[src/common/telemetry_pkg.sv]
package telemetry_pkg;

    // one byte on the serial line.
    parameter int BYTE_WIDTH = 8;

    // a sample is carried as two line bytes.
    parameter int SAMPLE_WIDTH = 2 * BYTE_WIDTH;

    // frame layout is sync, sync, hi, lo, end.
    parameter int FRAME_BYTES = 5;

    parameter logic [BYTE_WIDTH-1:0] SYNC_BYTE = 8'hFF;

    // newline closes every frame.
    parameter logic [BYTE_WIDTH-1:0] END_BYTE = 8'h0A;

    // byte position within a frame, 0 to FRAME_BYTES-1.
    typedef logic [2:0] frame_index_t;

    typedef struct packed {
        logic [BYTE_WIDTH-1:0] hi;
        logic [BYTE_WIDTH-1:0] lo;
    } sample_bytes_t;

    // same sample word, seen whole or as its two line bytes.
    typedef union packed {
        logic [SAMPLE_WIDTH-1:0] word;
        sample_bytes_t           bytes;
    } sample_t;

endpackage

[src/rtl/sample_framer.sv]
`timescale 1ns/10ps

module sample_framer #(
    parameter int FIFO_DEPTH = 8
) (
    input  logic                                  i_clock,
    input  logic                                  i_reset,
    input  telemetry_pkg::sample_t                i_sample,
    input  logic                                  i_send,
    input  logic                                  i_credit_return,
    output logic                                  o_ready,
    output logic                                  o_push_valid,
    output logic [telemetry_pkg::BYTE_WIDTH-1:0]  o_push_data
);

    localparam int CREDIT_WIDTH = $clog2(FIFO_DEPTH + 1);
    localparam logic [CREDIT_WIDTH-1:0] FULL_CREDITS = CREDIT_WIDTH'(FIFO_DEPTH);
    localparam telemetry_pkg::frame_index_t LAST_INDEX =
        telemetry_pkg::frame_index_t'(telemetry_pkg::FRAME_BYTES - 1);

    telemetry_pkg::sample_t        sample_q;
    telemetry_pkg::frame_index_t   frame_index;
    logic [CREDIT_WIDTH-1:0]       credit_count;
    logic                          framing;
    logic                          accept;
    logic                          push;

    assign o_ready = ~framing;
    assign accept  = i_send & ~framing;

    // a push needs a free slot in the FIFO.
    assign push         = framing & (credit_count != '0);
    assign o_push_valid = push;

    // payload register, loaded on acceptance only.
    always_ff @(posedge i_clock) begin
        if (accept) begin
            sample_q.word <= i_sample.word;
        end
    end

    always_ff @(posedge i_clock) begin
        if (i_reset) begin
            framing     <= 1'b0;
            frame_index <= '0;
        end else if (accept) begin
            framing     <= 1'b1;
            frame_index <= '0;
        end else if (push) begin
            if (frame_index == LAST_INDEX) begin
                framing     <= 1'b0;
                frame_index <= '0;
            end else begin
                frame_index <= frame_index + 3'd1;
            end
        end
    end

    // spend on push, refund on pop; both at once cancel out.
    always_ff @(posedge i_clock) begin
        if (i_reset) begin
            credit_count <= FULL_CREDITS;
        end else begin
            case ({push, i_credit_return})
                2'b10:   credit_count <= credit_count - 1'b1;
                2'b01:   credit_count <= credit_count + 1'b1;
                default: credit_count <= credit_count;
            endcase
        end
    end

    always_comb begin
        case (frame_index)
            3'd0, 3'd1: o_push_data = telemetry_pkg::SYNC_BYTE;
            3'd2:       o_push_data = sample_q.bytes.hi;
            3'd3:       o_push_data = sample_q.bytes.lo;
            default:    o_push_data = telemetry_pkg::END_BYTE;
        endcase
    end

endmodule

[src/rtl/byte_fifo.sv]
`timescale 1ns/10ps

module byte_fifo #(
    parameter int FIFO_DEPTH = 8
) (
    input  logic                                  i_clock,
    input  logic                                  i_reset,
    input  logic                                  i_push_valid,
    input  logic [telemetry_pkg::BYTE_WIDTH-1:0]  i_push_data,
    input  logic                                  i_pop_ready,
    output logic                                  o_pop_valid,
    output logic [telemetry_pkg::BYTE_WIDTH-1:0]  o_pop_data,
    output logic                                  o_credit_return
);

    localparam int PTR_WIDTH   = (FIFO_DEPTH > 1) ? $clog2(FIFO_DEPTH) : 1;
    localparam int COUNT_WIDTH = $clog2(FIFO_DEPTH + 1);
    localparam logic [PTR_WIDTH-1:0] LAST_SLOT = PTR_WIDTH'(FIFO_DEPTH - 1);

    logic [telemetry_pkg::BYTE_WIDTH-1:0] mem [FIFO_DEPTH];
    logic [PTR_WIDTH-1:0]                 wr_ptr;
    logic [PTR_WIDTH-1:0]                 rd_ptr;
    logic [COUNT_WIDTH-1:0]               count;
    logic                                 pop;

    assign o_pop_valid = (count != '0);
    assign o_pop_data  = mem[rd_ptr];
    assign pop         = o_pop_valid & i_pop_ready;

    // one credit back per byte leaving.
    assign o_credit_return = pop;

    // every write lands in a slot the producer holds a credit for.
    always_ff @(posedge i_clock) begin
        if (i_push_valid) begin
            mem[wr_ptr] <= i_push_data;
        end
    end

    always_ff @(posedge i_clock) begin
        if (i_reset) begin
            wr_ptr <= '0;
            rd_ptr <= '0;
        end else begin
            if (i_push_valid) begin
                wr_ptr <= (wr_ptr == LAST_SLOT) ? '0 : wr_ptr + 1'b1;
            end
            if (pop) begin
                rd_ptr <= (rd_ptr == LAST_SLOT) ? '0 : rd_ptr + 1'b1;
            end
        end
    end

    always_ff @(posedge i_clock) begin
        if (i_reset) begin
            count <= '0;
        end else begin
            case ({i_push_valid, pop})
                2'b10:   count <= count + 1'b1;
                2'b01:   count <= count - 1'b1;
                default: count <= count;
            endcase
        end
    end

endmodule

[src/uart/uart_tx.sv]
`timescale 1ns/10ps

module uart_tx #(
    parameter int CLKS_PER_BIT = 16
) (
    input  logic                                  i_clock,
    input  logic                                  i_reset,
    input  logic                                  i_data_valid,
    input  logic [telemetry_pkg::BYTE_WIDTH-1:0]  i_data,
    output logic                                  o_data_ready,
    output logic                                  o_tx,
    output logic                                  o_busy
);

    // start bit, data bits, stop bit.
    localparam int SHIFT_WIDTH = telemetry_pkg::BYTE_WIDTH + 2;
    localparam int CLK_WIDTH   = (CLKS_PER_BIT > 1) ? $clog2(CLKS_PER_BIT) : 1;
    localparam logic [CLK_WIDTH-1:0] LAST_CLK = CLK_WIDTH'(CLKS_PER_BIT - 1);
    localparam logic [3:0] LAST_BIT = 4'(SHIFT_WIDTH - 1);

    logic [SHIFT_WIDTH-1:0] shift_word;
    logic [CLK_WIDTH-1:0]   clk_count;
    logic [3:0]             bit_count;
    logic                   busy;
    logic                   load;
    logic                   bit_done;

    assign o_data_ready = ~busy;
    assign o_busy       = busy;
    assign load         = i_data_valid & ~busy;
    assign bit_done     = busy & (clk_count == LAST_CLK);

    // line bit is always the low end of the shift word.
    assign o_tx = shift_word[0];

    always_ff @(posedge i_clock) begin
        if (i_reset) begin
            busy <= 1'b0;
        end else if (load) begin
            busy <= 1'b1;
        end else if (bit_done && bit_count == LAST_BIT) begin
            busy <= 1'b0;
        end
    end

    always_ff @(posedge i_clock) begin
        if (i_reset) begin
            clk_count <= '0;
            bit_count <= '0;
        end else if (load) begin
            clk_count <= '0;
            bit_count <= '0;
        end else if (busy) begin
            if (bit_done) begin
                clk_count <= '0;
                bit_count <= bit_count + 4'd1;
            end else begin
                clk_count <= clk_count + 1'b1;
            end
        end
    end

    // idle and stop leave ones behind, so the line rests high.
    always_ff @(posedge i_clock) begin
        if (i_reset) begin
            shift_word <= '1;
        end else if (load) begin
            shift_word <= {1'b1, i_data, 1'b0};
        end else if (bit_done && bit_count != LAST_BIT) begin
            shift_word <= {1'b1, shift_word[SHIFT_WIDTH-1:1]};
        end
    end

endmodule

[src/rtl/telemetry_tx_top.sv]
`timescale 1ns/10ps

module telemetry_tx_top #(
    parameter int CLKS_PER_BIT = 16,
    parameter int FIFO_DEPTH   = 8
) (
    input  logic                                    i_clock,
    input  logic                                    i_reset,
    input  logic [telemetry_pkg::SAMPLE_WIDTH-1:0]  i_sample,
    input  logic                                    i_send,
    output logic                                    o_ready,
    output logic                                    o_tx,
    output logic                                    o_busy
);

    // framer to FIFO.
    logic                                 push_valid;
    logic [telemetry_pkg::BYTE_WIDTH-1:0] push_data;
    logic                                 credit_return;

    // FIFO to serializer.
    logic                                 pop_valid;
    logic [telemetry_pkg::BYTE_WIDTH-1:0] pop_data;
    logic                                 pop_ready;

    sample_framer #(
        .FIFO_DEPTH      (FIFO_DEPTH)
    ) u_framer (
        .i_clock         (i_clock),
        .i_reset         (i_reset),
        .i_sample        (i_sample),
        .i_send          (i_send),
        .i_credit_return (credit_return),
        .o_ready         (o_ready),
        .o_push_valid    (push_valid),
        .o_push_data     (push_data)
    );

    byte_fifo #(
        .FIFO_DEPTH      (FIFO_DEPTH)
    ) u_fifo (
        .i_clock         (i_clock),
        .i_reset         (i_reset),
        .i_push_valid    (push_valid),
        .i_push_data     (push_data),
        .i_pop_ready     (pop_ready),
        .o_pop_valid     (pop_valid),
        .o_pop_data      (pop_data),
        .o_credit_return (credit_return)
    );

    uart_tx #(
        .CLKS_PER_BIT    (CLKS_PER_BIT)
    ) u_uart_tx (
        .i_clock         (i_clock),
        .i_reset         (i_reset),
        .i_data_valid    (pop_valid),
        .i_data          (pop_data),
        .o_data_ready    (pop_ready),
        .o_tx            (o_tx),
        .o_busy          (o_busy)
    );

endmodule

[config.mk]
export PLATFORM = sky130hd
export DESIGN_NAME = telemetry_tx_top
export DESIGN_NICKNAME = d
export VERILOG_FILES = /design/src/common/telemetry_pkg.sv /design/src/rtl/sample_framer.sv /design/src/rtl/byte_fifo.sv /design/src/uart/uart_tx.sv /design/src/rtl/telemetry_tx_top.sv
export SDC_FILE = /design/constraint.sdc
export NUM_CORES = 1
export LEC_CHECK = 0
export ABC_AREA = 1
export BUFFER_PORTS_ARGS = -buffer_cell sky130_fd_sc_hd__buf_2
export CAP_MARGIN = 5
export CORE_MARGIN = 2
export CORE_UTILIZATION = 47
export DETAILED_ROUTE_END_ITERATION = 12
export PLACE_DENSITY_LB_ADDON = 0.08
export SETUP_SLACK_MARGIN = 0.3
export SLEW_MARGIN = 10
export SYNTH_ARGS = -nofsm -noshare
export SYNTH_HDL_FRONTEND = slang
export SYNTH_HIERARCHICAL = 1
export SYNTH_SLANG_ARGS = --single-unit
export TNS_END_PERCENT = 100
[constraint.sdc]
create_clock -name i_clock -period 2.4 [get_ports i_clock]
set_clock_uncertainty 0.2 [all_clocks]
set_input_delay 0.48 -clock i_clock [delete_from_list [all_inputs] [get_ports i_clock]]
set_output_delay 0.48 -clock i_clock [all_outputs]
set_load 0.05 [all_outputs]
# Word-level counts from Yosys, hierarchy flattened

Memories as Yosys holds them, arrays and structs flattened. A register that Yosys moved wholly into a read port is not among the register bits.
Index checks and enable logic that the tools add are counted.

Register bits: 52
Bits in writable memories: 64
Input port bits: 19
Output and inout port bits: 3
Word-level logic and storage cells: 71
Memories kept: 1

Add/sub/neg operators: 9
Equality and inequality tests: 11
Multiplexer cells: 18
Bitwise gates (word level): 6
Reduce and logical (&&, ||, !) cells: 15

Memories:

| memory     | words | bits a word | rd ports | clocked after memory_dff | write ports | line            | RTL |
|---|---|---|---|---|---|---|---|
| u_fifo.mem | 8     | 8           | 1        | 1                        | 1           | byte_fifo.sv:20 | `logic [telemetry_pkg::BYTE_WIDTH-1:0] mem [FIFO_DEPTH];` |

Operators by type and width:

| kind                  | number |
|---|---|
| $pmux W8 S3           | 1 |
| $mux W9               | 2 |
| $add A4 B1 Y4 const B | 4 |
| $pmux W4 S2           | 2 |
| $mux W3               | 5 |
| $reduce_bool A2 Y1    | 5 |
| $add A3 B1 Y3 const B | 3 |
| $eq A3 B3 Y1 const B  | 3 |
| $eq A4 B4 Y1 const B  | 2 |
| $reduce_bool A4 Y1    | 2 |
| $sub A4 B1 Y4 const B | 2 |
| $mux W1               | 7 |
| $eq A3 B2 Y1 const B  | 2 |
| $reduce_or A2 Y1      | 3 |
| $and A1 B1 Y1         | 4 |
| $mux W4               | 1 |
| $ne A4 B4 Y1 const B  | 1 |
| $reduce_and A2 Y1     | 2 |
| $eq A3 B1 Y1 const B  | 1 |
| $logic_not A3 Y1      | 1 |
| $eq A2 B1 Y1 const B  | 1 |
| $eq A2 B2 Y1 const B  | 1 |
| $logic_and A1 B1 Y1   | 2 |
| $not A1 Y1            | 2 |

# Logic depth before layout (Yosys ltp)

Depth in word-level cells: 5
Mapped depth: 15
Mapped depth without buffers: 15

# Modules after synthesis

The synthesis kept the hierarchy.

Modules (own cells, without submodules):

| module        | times used | cells an instance | area each (µm²) | seq. area each (µm²) |
|---|---|---|---|---|
| byte_fifo     | 1          | 272               | 3,183.1         | 2,182.1 |
| sample_framer | 1          | 123               | 1,199.9         | 640.6 |
| uart_tx       | 1          | 122               | 930.9           | 360.3 |

# Worst setup path before layout

Ideal clock, no wire load.

Path kind: flip-flop to flip-flop
Start point: register u_uart_tx.busy, in the netlist u_uart_tx/o_busy
End point: register u_framer.credit_count[3]
Library setup time: 0.115 ns
Arrival: 2.058 ns
Data required time: 2.085 ns
Setup slack: 0.027 ns
Cell stages (with the launch flop): 13
Buffers on the path: 1
Period minus slack after synthesis: 2.373 ns
Cells stage by stage: dfxtp_1 > buf_6 > inv_4 > nand2_1 > inv_1 > ha_1 > inv_1 > ha_1 > or2_1 > nand2_1 > nand2_1 > nand3_1 > nand2_1

Word-level cells in the longest chain between the ends: 4
Elaborated cells on any way between the ends: 6
Classes of those cells: eq/ne: 2; mux: 1; bitwise: 2; reduce/logical: 1

Ends and longest elaborated chain:

| what                                                     | line                   | RTL |
|---|---|---|
| start: declaration                                       | uart_tx.sv:24          | `logic busy;` |
| start signal: assignment                                 | uart_tx.sv:38          | `busy <= 1'b0;` |
| start signal: assignment                                 | uart_tx.sv:40          | `busy <= 1'b1;` |
| start signal: assignment                                 | uart_tx.sv:42          | `busy <= 1'b0;` |
| $not A1 Y1 (*)                                           | uart_tx.sv:28          | `assign o_data_ready = ~busy;` |
| via pop_ready                                            | telemetry_tx_top.sv:24 | `logic pop_ready;` |
| $and A1 B1 Y1 (*)                                        | byte_fifo.sv:28        | `assign pop = o_pop_valid & i_pop_ready;` |
| via credit_return                                        | telemetry_tx_top.sv:19 | `logic credit_return;` |
| $eq A2 B1 Y1 / $eq A2 B2 Y1 (equally long branches)      | sample_framer.sv:64    | `case ({push, i_credit_return})` |
| $pmux W4 S2 / $reduce_bool A2 Y1 (equally long branches) | -                      |  |
| end signal: assignment                                   | sample_framer.sv:65    | `2'b10: credit_count <= credit_count - 1'b1;` |
| end signal: assignment                                   | sample_framer.sv:66    | `2'b01: credit_count <= credit_count + 1'b1;` |
| end signal: assignment                                   | sample_framer.sv:67    | `default: credit_count <= credit_count;` |
| end: declaration                                         | sample_framer.sv:23    | `logic [CREDIT_WIDTH-1:0] credit_count;` |

The timed path passes the listed nets; every way through them passes the cells marked *.
A chain may end at the register's enable or synchronous reset.

# Final worst setup path

Start point: register u_fifo.count[3]
End point: register u_framer.credit_count[3]

Word-level cells in the longest chain between the ends: 4
Elaborated cells on any way between the ends: 6
Classes of those cells: eq/ne: 2; mux: 1; bitwise: 1; reduce/logical: 2

Ends and longest elaborated chain:

| what                                                     | line                   | RTL |
|---|---|---|
| start: declaration                                       | byte_fifo.sv:23        | `logic [COUNT_WIDTH-1:0] count;` |
| start signal: assignment                                 | byte_fifo.sv:59        | `2'b10: count <= count + 1'b1;` |
| start signal: assignment                                 | byte_fifo.sv:60        | `2'b01: count <= count - 1'b1;` |
| start signal: assignment                                 | byte_fifo.sv:61        | `default: count <= count;` |
| $reduce_bool A4 Y1 (*)                                   | byte_fifo.sv:26        | `assign o_pop_valid = (count != '0);` |
| via pop_valid                                            | telemetry_tx_top.sv:22 | `logic pop_valid;` |
| $and A1 B1 Y1 (*)                                        | byte_fifo.sv:28        |  |
| via credit_return                                        | telemetry_tx_top.sv:19 |  |
| $eq A2 B1 Y1 / $eq A2 B2 Y1 (equally long branches)      | sample_framer.sv:64    |  |
| $pmux W4 S2 / $reduce_bool A2 Y1 (equally long branches) | -                      |  |

Marks and branches as above.

==> flow_summary.ini <==
[cts]
cts_root_buf = clkbuf_16
clk_pin_slew_ns = 0.06
cts_hold_buf = 0
clk_latency_ns = 0.41
cts_tree = done
cts_buffers = 17
clockBufferDepth = 2
h-tree-depth = 4
cts_sinks = 119

[die]
die_h_um = 110
fp.coreArea_mm2 = 0.0109
ioPinCount = 22
dieArea_mm2 = 0.0122
die_w_um = 110
rows = 38
start_util_pct = 48.6

[timing]
post-route-min-period_ns = 2.04
fin_tns_setup_ns = 0
hold_viol_final = 0
setup_violations = 0
min_period_over_period_pct = 85.1
tightest_slew_ns = 0.522
rsz0062_at_grt = yes
max_freq_mhz = 490
slew_viol_final = 0
maxSlewHeadroom_pct = 65.1

[synth]
async_flop_share_pct = 0
synth_edf_count = 80
netlist_instances = 517
avgSynthCellArea_um2 = 10.3
yosysUniqueCellTypes = 37
synth_fp_nets = 555
ys_ff_latch = 119
synth-main-ff-cell = edfxtp_1
synth_warnings = 6
yosysSeqAreaShare_pct = 59.9
netlist_area_mm2 = 0.00531

[layout]
n_antenna_cell = 0
area_delta_synth_final_pct = 18.8
drive_gt1_share_pct = 19.9
fin_util_pct = 57.7
nNetsFinal = 603
design_area_mm2 = 0.00631

[setup_path]
crit_required_ns = 2.51
cp_slowest_stage_delay_ns = 0.35
cp_max_fo = 4
crit_type = reg2reg
crit_buf_inv = 3
cpLargestDelayFamily = simple AND/OR/NAND/NOR gates
arrival_ns = 2.15
path_cells = inv_1 -> nand4_1 -> nand2_2 -> inv_4 -> ha_2 -> inv_2 -> ha_1 -> or2_1 -> nand2_1 -> nand2_1 -> nand3_1 -> nand2_1
endpoint_kind = flop
path_common_cell = nand2_1
cp-start-kind = flop
slowest_stage = dfxtp_1

[detailed_routing]
drtAntennaViolNets = 0
vias = 3747
drt_iter0_drc = 324
wl_per_cell_um = 14.2
drt-pass1-iter-count = 4
wl_met3_um = 468
totalWireLength_um = 10200
via_per_inst = 5.22
maxUsedRoutingLayer = met4
met1_length_um = 4580
route.met2.wl_um = 4910
post-route-drc-count = 0

[grt]
grt_max_degree = 33
gr-total-overflow = 0
grt_first_pass_wirelength_um = 16500
grt_pass1_vias = 3507
track_usage_pct = 18.3
antenna_found_initial = 0

[placed_design]
portBuffers = 21
dp_hpwl_um = 6640
gp_congestion = 0.760
postPlaceCellArea_mm2 = 0.00558

[hold_path]
hp-class = in2reg

[status]
outcome = finished, final reports clean

[power]
powerDensity_mw_per_mm2 = 1220
p_total_mw = 7.71
leakagePower_nw = 2.54
vdd.ir_drop.worst_mv = 0.649

[run]
drv_cap = 0
## kinds of logic (layout without fill, tap and decap cells)
kind of cell / after synthesis / in the layout / share of synthesized area, %
simple gates: 227 / 227 / 19.8
buf+inv: 59 / 120 / 5.65
xor+xnor: 4 / 4 / 0.659
flops: 119 / 119 / 59.9
compound gates: 81 / 81 / 7.91
mux: 8 / 8 / 1.51
fa+ha+maj: 19 / 19 / 4.62
## Yosys cell counts, types with 2 or more instances
library cell	count	area, um2
nand2_1	93	349
edfxtp_1	80	2400
nor2_1	59	221
nand3_1	50	250
dfxtp_1	39	781
inv_1	38	143
o21ai_0	31	155
a21oi_1	24	120
ha_1	18	225
o21ai_1	16	80.1
buf_6	8	90.1
mux2i_1	8	80.1
o22ai_1	8	50.1
nand2_2	6	37.5
nand4_1	5	31.3
buf_2	4	20.0
nor3_1	3	15.0
buf_4	2	15.0
inv_2	2	7.51
nand2_8	2	40.0
nor2_2	2	12.5
nor2_8	2	40.0
xnor2_1	2	17.5
xor2_1	2	17.5
## cell type report
cell class | count | area [um2]
clock buffers | 19 | 433
flip-flops and latches | 119 | 3200
well taps | 140 | 175
repair buffers | 46 | 317
clock inverters | 13 | 154
multi-input cells | 339 | 1880
inverters | 42 | 163
fillers | 945 | 4620
## cell usage in the layout, fill, tap and decap left out, types with 2 or more instances in the layout
cell type,netlist,routed
nor2_2,2,6
clkbuf_1,1,2
clkinv_1,1,4
o22ai_1,8,8
inv_2,2,4
nor2_4,1,2
o21ai_1,16,17
nor3_1,3,3
o21ai_0,31,30
ha_2,0,2
dfxtp_2,0,8
buf_6,8,3
nand4_1,5,5
buf_4,2,21
xor2_1,2,2
clkbuf_16,0,17
dfxtp_1,39,30
mux2i_1,8,8
nand3_1,50,50
nand2_2,6,6
xnor2_1,2,2
inv_4,1,2
nor2_8,2,2
edfxtp_1,80,80
ha_1,18,15
nand2_4,1,2
clkinvlp_4,0,4
inv_1,38,35
bufinv_16,0,3
inv_6,0,2
nand2_8,2,2
nor2_1,59,54
buf_2,4,21
nand2_1,93,92
a21oi_1,24,23
## flip-flops by register name, summed over array words and instances, names as in the netlist, named ones only
name                   flops
u_framer/framing           1
u_framer/frame_index       3
u_framer/credit_count      4
u_fifo/count               4
u_uart_tx/o_busy           1
u_uart_tx/clk_count        4
u_framer/sample_q         16
u_uart_tx/shift_word       9
u_fifo/mem                64
u_fifo/rd_ptr              3
u_uart_tx/bit_count        4
u_fifo/wr_ptr              3
## layer usage
layer | GRT usage (%) | up-vias
li1 | - | 1869
met1 | 22.9 | 1770
met2 | 29.0 | 89
met3 | 5.58 | 19
met4 | 9.29 | 0
met5 | 0 | -
## where the power goes
group / internal (mW) / switching [mW]
logic: 0.946 / 1.54
clock network: 1.62 / 0.883
registers: 2.54 / 0.185
## repair_timing
action | in CTS | in global routing
setup buffers | 2 | 9
resized for setup | 8 | 19
pin swaps | 1 | 3
endpoints found under the setup margin | 4 | 61
## per-stage QoR
stage	hold slack [ns]	std cells	setup slack (ns)
finish	0.0408	718	0.358
global route	0.0247	718	0.210
CTS	0.0197	709	0.312
detailed placement	0.265	675	0.137
global placement	0.254	675	0.228
floorplan	0.234	517	0.307
## worst paths after layout
kind / start / endpoint / slack [ns] / cells past startpoint
worst max-delay path: u_fifo/count[3] / u_framer/credit_count[3] / 0.36 / 12
worst min-delay path: i_sample[15] / u_framer/sample_q[15] / 0.04 / 1
worst min register to register: u_uart_tx/shift_word[8] / u_uart_tx/shift_word[8] / 0.27 / 2
worst max register to register: u_fifo/count[3] / u_framer/credit_count[3] / 0.36 / 12
## worst reg2reg max path: cells and delay by family (launching register included)
| kind | cells | cell delay (ns) |
|---|---|---|
| adder cells (fa/ha/maj) | 2 | 0.49 |
| AND/OR/NAND/NOR | 7 | 0.69 |
| buffers and inverters | 3 | 0.22 |
| flip-flops | 1 | 0.35 |
(Power assumes the default switching activity.)
